## src/rtl/mdu_pkg.sv

```systemverilog
package mdu_pkg;

  // ------------------------------
  // widths and latencies
  // ------------------------------
  localparam int XLEN        = 32;             // operand width
  localparam int DIV_CNT_W   = $clog2(XLEN);   // divider iteration counter
  localparam int DIV_LATENCY = 33;             // start edge to valid edge, divides
  localparam int MUL_LATENCY = 2;              // start edge to valid edge, multiplies

  // ------------------------------
  // m-extension funct3 codes
  // ------------------------------
  typedef enum logic [2:0] {
    op_mul    = 3'd0,  // low word, signed x signed
    op_mulh   = 3'd1,  // high word, signed x signed
    op_mulhsu = 3'd2,  // high word, signed x unsigned
    op_mulhu  = 3'd3,  // high word, unsigned x unsigned
    op_div    = 3'd4,  // signed quotient
    op_divu   = 3'd5,  // unsigned quotient
    op_rem    = 3'd6,  // signed remainder
    op_remu   = 3'd7   // unsigned remainder
  } muldiv_funct3_t;

  // ------------------------------
  // request and response words
  // ------------------------------
  // bit 2 of op picks divider vs multiplier
  typedef struct packed {
    muldiv_funct3_t  op;   // operation
    logic [XLEN-1:0] rs1;  // first operand, dividend
    logic [XLEN-1:0] rs2;  // second operand, divisor
  } mdu_req_t;

  typedef struct packed {
    logic [XLEN-1:0] result;  // product word, quotient or remainder
    muldiv_funct3_t  op;      // echo of the producing op
  } mdu_rsp_t;

endpackage

```

## src/rtl/divider_unsigned.sv

```systemverilog
module divider_unsigned
  import mdu_pkg::*;
(
  input  logic            clk_i,
  input  logic            reset_i,
  input  logic            start_i,        // one-cycle load strobe
  input  logic [XLEN-1:0] numerator_i,
  input  logic [XLEN-1:0] denominator_i,
  output logic [XLEN-1:0] quotient_o,
  output logic [XLEN-1:0] remainder_o,
  output logic            done_o          // one-cycle, results final
);

  // ------------------------------
  // state
  // ------------------------------
  logic [XLEN-1:0]      dividend_q;  // dividend bits out the top, quotient bits in the bottom
  logic [XLEN-1:0]      divisor_q;   // held for the whole run
  logic [XLEN-1:0]      rem_q;       // partial remainder
  logic [DIV_CNT_W-1:0] count_q;     // iteration index 0..XLEN-1
  logic                 running_q;
  logic                 done_q;

  logic [XLEN:0]        rem_shift;   // partial remainder with next dividend bit
  logic [XLEN:0]        trial;       // trial difference, msb is the sign
  logic                 q_bit;       // next quotient bit

  // ------------------------------
  // one restoring step
  // ------------------------------
  assign rem_shift = {rem_q, dividend_q[XLEN-1]};
  assign trial     = rem_shift - {1'b0, divisor_q};
  assign q_bit     = ~trial[XLEN];  // non-negative, so subtract

  // control, cleared by reset
  always_ff @(posedge clk_i) begin
    if (reset_i) begin
      running_q <= 1'b0;
      count_q   <= '0;
      done_q    <= 1'b0;
    end else begin
      done_q <= 1'b0;  // pulse only
      if (start_i) begin
        running_q <= 1'b1;
        count_q   <= '0;
      end else if (running_q) begin
        count_q <= count_q + 1'b1;
        if (count_q == DIV_CNT_W'(XLEN - 1)) begin  // last bit this edge
          running_q <= 1'b0;
          done_q    <= 1'b1;
        end
      end
    end
  end

  // datapath, payload only
  always_ff @(posedge clk_i) begin
    if (start_i) begin
      dividend_q <= numerator_i;
      divisor_q  <= denominator_i;
      rem_q      <= '0;
    end else if (running_q) begin
      rem_q      <= q_bit ? trial[XLEN-1:0] : rem_shift[XLEN-1:0];  // restore on negative
      dividend_q <= {dividend_q[XLEN-2:0], q_bit};
    end
  end

  // zero divisor falls out as all ones and the dividend
  assign quotient_o  = dividend_q;  // holds until next start
  assign remainder_o = rem_q;
  assign done_o      = done_q;

endmodule

```

## src/rtl/divider_signed.sv

```systemverilog
module divider_signed
  import mdu_pkg::*;
(
  input  logic            clk_i,
  input  logic            reset_i,
  input  logic            start_i,
  input  muldiv_funct3_t  op_i,           // div, divu, rem or remu
  input  logic [XLEN-1:0] numerator_i,
  input  logic [XLEN-1:0] denominator_i,
  output logic [XLEN-1:0] quotient_o,
  output logic [XLEN-1:0] remainder_o,
  output logic            done_o
);

  logic            signed_op;    // div or rem on the inputs
  logic [XLEN-1:0] num_mag;      // operand fed to the unsigned core
  logic [XLEN-1:0] den_mag;
  logic [XLEN-1:0] quot_u;       // raw unsigned results
  logic [XLEN-1:0] rem_u;

  muldiv_funct3_t  op_q;         // op of the run in flight
  logic            neg_quot_q;   // signs differ, divisor non-zero
  logic            neg_rem_q;    // remainder follows the dividend

  // ------------------------------
  // pre-processing
  // ------------------------------
  assign signed_op = (op_i == op_div) || (op_i == op_rem);
  assign num_mag   = (signed_op && numerator_i[XLEN-1])   ? -numerator_i   : numerator_i;
  assign den_mag   = (signed_op && denominator_i[XLEN-1]) ? -denominator_i : denominator_i;

  // capture at start so inputs may move during the run
  always_ff @(posedge clk_i) begin
    if (start_i) begin
      op_q       <= op_i;
      neg_quot_q <= (numerator_i[XLEN-1] ^ denominator_i[XLEN-1])
                    && (denominator_i != '0);  // div by zero keeps all ones
      neg_rem_q  <= numerator_i[XLEN-1];
    end
  end

  divider_unsigned i_divider_unsigned (
    .clk_i         (clk_i),
    .reset_i       (reset_i),
    .start_i       (start_i),
    .numerator_i   (num_mag),
    .denominator_i (den_mag),
    .quotient_o    (quot_u),
    .remainder_o   (rem_u),
    .done_o        (done_o)      // no added latency
  );

  // ------------------------------
  // post-processing
  // ------------------------------
  always_comb begin
    case (op_q)
      op_div, op_rem: begin
        quotient_o  = neg_quot_q ? -quot_u : quot_u;  // round toward zero
        remainder_o = neg_rem_q  ? -rem_u  : rem_u;   // sign of dividend
      end
      default: begin  // divu, remu
        quotient_o  = quot_u;
        remainder_o = rem_u;
      end
    endcase
  end

endmodule

```

## src/rtl/multiplier.sv

```systemverilog
module multiplier
  import mdu_pkg::*;
(
  input  logic            clk_i,
  input  logic            reset_i,
  input  logic            start_i,
  input  muldiv_funct3_t  op_i,       // mul, mulh, mulhsu or mulhu
  input  logic [XLEN-1:0] a_i,
  input  logic [XLEN-1:0] b_i,
  output logic [XLEN-1:0] product_o,
  output logic            valid_o     // two edges after start
);

  logic                   a_signed;    // rs1 treated as signed
  logic                   b_signed;    // rs2 treated as signed
  logic [XLEN:0]          a_ext;       // 33-bit extended operands
  logic [XLEN:0]          b_ext;

  // stage one
  logic [XLEN:0]          a_q;
  logic [XLEN:0]          b_q;
  muldiv_funct3_t         op_s1_q;
  logic                   valid_s1_q;

  // stage two
  logic signed [2*XLEN+1:0] prod_d;    // full 66-bit signed product
  logic [2*XLEN+1:0]      prod_q;
  muldiv_funct3_t         op_s2_q;
  logic                   valid_s2_q;

  // ------------------------------
  // operand extension
  // ------------------------------
  assign a_signed = (op_i == op_mulh) || (op_i == op_mulhsu);
  assign b_signed = (op_i == op_mulh);
  assign a_ext    = {a_signed & a_i[XLEN-1], a_i};
  assign b_ext    = {b_signed & b_i[XLEN-1], b_i};

  assign prod_d = $signed(a_q) * $signed(b_q);  // one signed multiply covers all four ops

  // valid strobes, cleared by reset
  always_ff @(posedge clk_i) begin
    if (reset_i) begin
      valid_s1_q <= 1'b0;
      valid_s2_q <= 1'b0;
    end else begin
      valid_s1_q <= start_i;
      valid_s2_q <= valid_s1_q;
    end
  end

  // payload pipeline
  always_ff @(posedge clk_i) begin
    a_q     <= a_ext;
    b_q     <= b_ext;
    op_s1_q <= op_i;
    prod_q  <= prod_d;
    op_s2_q <= op_s1_q;
  end

  // low word for mul, high word for the mulh family
  assign product_o = (op_s2_q == op_mul) ? prod_q[XLEN-1:0] : prod_q[2*XLEN-1:XLEN];
  assign valid_o   = valid_s2_q;

endmodule

```

## src/rtl/mdu_top.sv

```systemverilog
module mdu_top
  import mdu_pkg::*;
(
  input  logic     clk_i,
  input  logic     reset_i,
  input  logic     start_i,   // one-cycle strobe
  input  mdu_req_t req_i,     // sampled with start_i
  output logic     valid_o,   // one-cycle strobe
  output mdu_rsp_t rsp_o,     // meaningful with valid_o
  output logic     busy_o     // divide in flight
);

  logic            accept;       // start not blocked by busy
  logic            mul_start;
  logic            div_start;

  logic            busy_q;
  muldiv_funct3_t  div_op_q;     // echo for the divide response
  muldiv_funct3_t  mul_op_s1_q;  // echo for the multiply response
  muldiv_funct3_t  mul_op_s2_q;

  logic [XLEN-1:0] mul_product;
  logic            mul_valid;
  logic [XLEN-1:0] div_quot;
  logic [XLEN-1:0] div_rem;
  logic            div_done;
  muldiv_funct3_t  rsp_op;

  // ------------------------------
  // dispatch
  // ------------------------------
  assign accept    = start_i & ~busy_q;       // dropped while dividing
  assign div_start = accept &  req_i.op[2];   // codes 4..7
  assign mul_start = accept & ~req_i.op[2];   // codes 0..3

  always_ff @(posedge clk_i) begin
    if (reset_i) begin
      busy_q <= 1'b0;
    end else if (div_start) begin
      busy_q <= 1'b1;
    end else if (div_done) begin
      busy_q <= 1'b0;  // through the valid cycle inclusive
    end
  end

  always_ff @(posedge clk_i) begin
    if (div_start) begin
      div_op_q <= req_i.op;
    end
    mul_op_s1_q <= req_i.op;     // tracks the multiplier stages
    mul_op_s2_q <= mul_op_s1_q;
  end

  multiplier i_multiplier (
    .clk_i     (clk_i),
    .reset_i   (reset_i),
    .start_i   (mul_start),
    .op_i      (req_i.op),
    .a_i       (req_i.rs1),
    .b_i       (req_i.rs2),
    .product_o (mul_product),
    .valid_o   (mul_valid)
  );

  divider_signed i_divider_signed (
    .clk_i         (clk_i),
    .reset_i       (reset_i),
    .start_i       (div_start),
    .op_i          (req_i.op),
    .numerator_i   (req_i.rs1),
    .denominator_i (req_i.rs2),
    .quotient_o    (div_quot),
    .remainder_o   (div_rem),
    .done_o        (div_done)
  );

  // ------------------------------
  // response
  // ------------------------------
  assign rsp_op = div_done ? div_op_q : mul_op_s2_q;  // never both valid

  always_comb begin
    rsp_o.op = rsp_op;
    case (rsp_op)
      op_div, op_divu: rsp_o.result = div_quot;
      op_rem, op_remu: rsp_o.result = div_rem;
      default:         rsp_o.result = mul_product;
    endcase
  end

  assign valid_o = mul_valid | div_done;
  assign busy_o  = busy_q;

endmodule

```

## config.mk

```make
export PLATFORM = sky130hd
export DESIGN_NAME = mdu_top
export DESIGN_NICKNAME = d
export VERILOG_FILES = /design/src/rtl/mdu_pkg.sv /design/src/rtl/divider_unsigned.sv /design/src/rtl/divider_signed.sv /design/src/rtl/multiplier.sv /design/src/rtl/mdu_top.sv
export SDC_FILE = /design/constraint.sdc
export NUM_CORES = 2
export LEC_CHECK = 0
export BUFFER_PORTS_ARGS = -buffer_cell sky130_fd_sc_hd__buf_2
export CORE_MARGIN = 2
export CORE_UTILIZATION = 65
export DETAILED_ROUTE_END_ITERATION = 8
export HOLD_SLACK_MARGIN = 0.05
export PLACE_DENSITY = 0.82
export RECOVER_POWER = 50
export SLEW_MARGIN = 40
export SYNTH_ARGS = -nofsm -noshare
export SYNTH_HDL_FRONTEND = slang
export SYNTH_SLANG_ARGS = --single-unit
```

## constraint.sdc

```tcl
create_clock -name clk_i -period 14.13 [get_ports clk_i]
set_clock_uncertainty 0.1 [all_clocks]
set_input_delay 2.826 -clock clk_i [delete_from_list [all_inputs] [get_ports clk_i]]
set_output_delay 2.826 -clock clk_i [all_outputs]
set_load 0.01 [all_outputs]
```

==> out/qor.txt <==
Status = complete, but fails checks
Failing checks = capacitance limit, slew limit
CP Max Fanout = 33
Clock Pin Slew Worst Setup and Hold Paths = 0.07 ns
Commonest cells after routing, fill and taps aside = 1126 x fa_1, 1107 x inv_1, 671 x nand2_1, 549 x and2_1, 250 x ha_1
Drt via density = 5.90
Max_cap viols = 6
Worst-Skew Late Latency = 0.54 ns
Hold Path Class = register to register
Final Slew Violations = 234
Unique masters post-synth = 76
Final Util = 68.6%
Post-synth EDFFs = 69
Slew headroom = -77.5%
CTS root buf = clkbuf_16
Adder and majority gate portion of the synthesized area = 51.3%
Via count = 37500
Cells after Synth = 5364
DRC viols = 0
First-pass GRT wire length = 219000 um
Tcrit/Tclk final = 62.9%
Synth async-reset ratio = 0%
Dpl ws = 5.39 ns
Flops & latches, synth = 247
Syn-to-layout area delta = 4.41%
Yosys top cell area share = 45.1%
Final Setup Violations = 0
Num CTS Buffers = 26
Largest net degree at the start of global routing = 72
Crit. End Element = register
Die height = 281 um
CP max-delay cell = clkbuf_1
Fmax = 113 MHz
Post-synth net total = 6810
Unrepaired setup endpoints after global routing = false
Cts hold-fix bufs = 0
Met1 Use GR = 46.7%
Synth Cell Area = 50000 um2
Routed wire per std cell = 21.5 um
GRT overflow = 0
Drt pass-1 iters = 6
Clk sink count = 247
CP max stage delay = 1.53 ns
Crit path top cell by count = fa_1
Number of I/O pins = 107
IO Port Bufs = 106
Mux contribution to synthesized area = 0.846%
Synth top area cells = fa_1 45%, inv_1 8.3%, dfxtp_1 7.1%
Synth Area in Compound Gates = 6.68%
Total GRT Usage = 36.2%
Met2 Usage GRT = 58.6%
Most Crowded Layer GR = met2
Final #Nets = 6757
CTS tree = yes
CTS H-tree lvls = 1
Post-CTS setup buffers = 0
Sequential share of the synthesized area = 11.3%
DIE AREA = 79200 um2
Routed wire length = 137000 um
Cts repair resizes = 0
WS Path Type = register to register
Antenna Nets Post-Route = 0
CP arrival = 9.19 ns
Startpoint types = register
Area leader, netlist = fa_1
Layout cells sized above 1 = 3.36%
Synth Area in XOR/XNOR = 3.92%
Req. time, crit path = 14.44 ns
DRT iter0 DRCs = 3322
PnR worst setup slack = 5.25 ns
Largest family of logic cells by synthesized area = adder cells
Hold slack = 0.227 ns
Initial Utilization = 65.7%
DP Wirelength = 107000 um
CORE AREA = 76100 um2
Yosys Warn Count = 0
Simple-Gate Fraction of Synth Area = 15.6%
CP Buf/Inv Count = 6
Initial antenna violation count = 7
GR Layer Usage met3 = 6.27%
Final setup TNS = 0 ns
Maximum root-to-sink buffer count = 3
Post-layout min period = 8.88 ns
Gp weighted congestion = 1.01
Most common cell after layout, fill and taps aside = fa_1
Rows = 101
Worst-Margin Slew = 2.66 ns
Ys flop type = dfxtp_1
Mean Syn Cell Area = 9.32 um2
Number of global-route vias before repair = 40400
Final hold vios = 0
CP top delay family = adder cells
Die width = 281 um
[registers in the layout, indices dropped and copies added (netlist names), 5 cells and up]
register and count:
i_divider_signed.i_divider_unsigned.remainder_o 32, i_divider_signed.i_divider_unsigned.divisor_q 32, i_multiplier.a_q 33, i_multiplier.b_q 33
i_multiplier.prod_q 64, i_divider_signed.i_divider_unsigned.quotient_o 32, i_divider_signed.i_divider_unsigned.count_q 5
[worst reg2reg max path, delay by kind of cell, from the launching register on]
kind                     cells  cell delay (ns)
adder cells (fa/ha/maj)      9             3.85
buffers and inverters        6             1.85
AO/OA/AOI/OAI                8             1.81
AND/OR/NAND/NOR              3             0.73
flip-flops                   1             0.32
XOR/XNOR                     1             0.09
[synth_stat cells (25+ instances only)]
library cell	count
dfxtp_1	178
nand2_1	671
and2_1	552
nand2b_1	32
ha_1	250
edfxtp_1	69
xor2_1	96
clkbuf_1	257
xnor2_1	126
nor2b_1	41
nor2_1	122
mux2i_1	40
inv_1	1107
nand3_1	25
fa_1	1126
nor3_1	38
a21oi_1	181
o21ai_0	152
a21o_1	47
[metrics by stage]
stage / area (um2) / instances
2_1_floorplan: 50000 / 5364
3_3_place_gp: 51400 / 6313
3_5_place_dp: 51400 / 6313
4_1_cts: 52300 / 6361
5_1_grt: 52200 / 6361
6_report: 52200 / 6363
[path summary, 6_finish.rpt]
kind | startpoint | endpoint | slack, ns | depth (start not counted)
worst max-delay path | i_multiplier.a_q[0] | i_multiplier.prod_q[63] | 5.25 | 27
worst min-delay path | i_multiplier.op_s1_q[2] | i_multiplier.op_s2_q[2] | 0.23 | 0
worst min register to register | i_multiplier.op_s1_q[2] | i_multiplier.op_s2_q[2] | 0.23 | 0
worst max register to register | i_multiplier.a_q[0] | i_multiplier.prod_q[63] | 5.25 | 27
[area by class of cell]
cell class	count	area, um2
Clock buffer	39	782
Inverter	1107	4160
Tap cell	1030	1290
Clock inverter	9	126
Sequential cell	247	5640
Timing Repair Buffer	184	1010
Antenna cell	2	5.00
Fill cell	5881	23900
Multi-Input combinational cell	3745	39200
[cell families (layout without fill, tap and decap cells)]
family          count (synthesis)  in the layout
compound gates                543            543
mux                            42             42
buf+inv                      1372           1339
simple gates                 1561           1561
fa+ha+maj                    1376           1376
xor+xnor                      223            223
other cells                     0              2
flops                         247            247
[metal layers]
layer  share of wire [%]  wire length, um
met4                 6.7             9150
met3                 9.3            12700
met2                  47            64300
met5                   0                0
met1                  37            50400
Power is left out: the tool's default activity adds up to more than one toggle a clock period on the data nets, which glitch-free logic cannot reach.
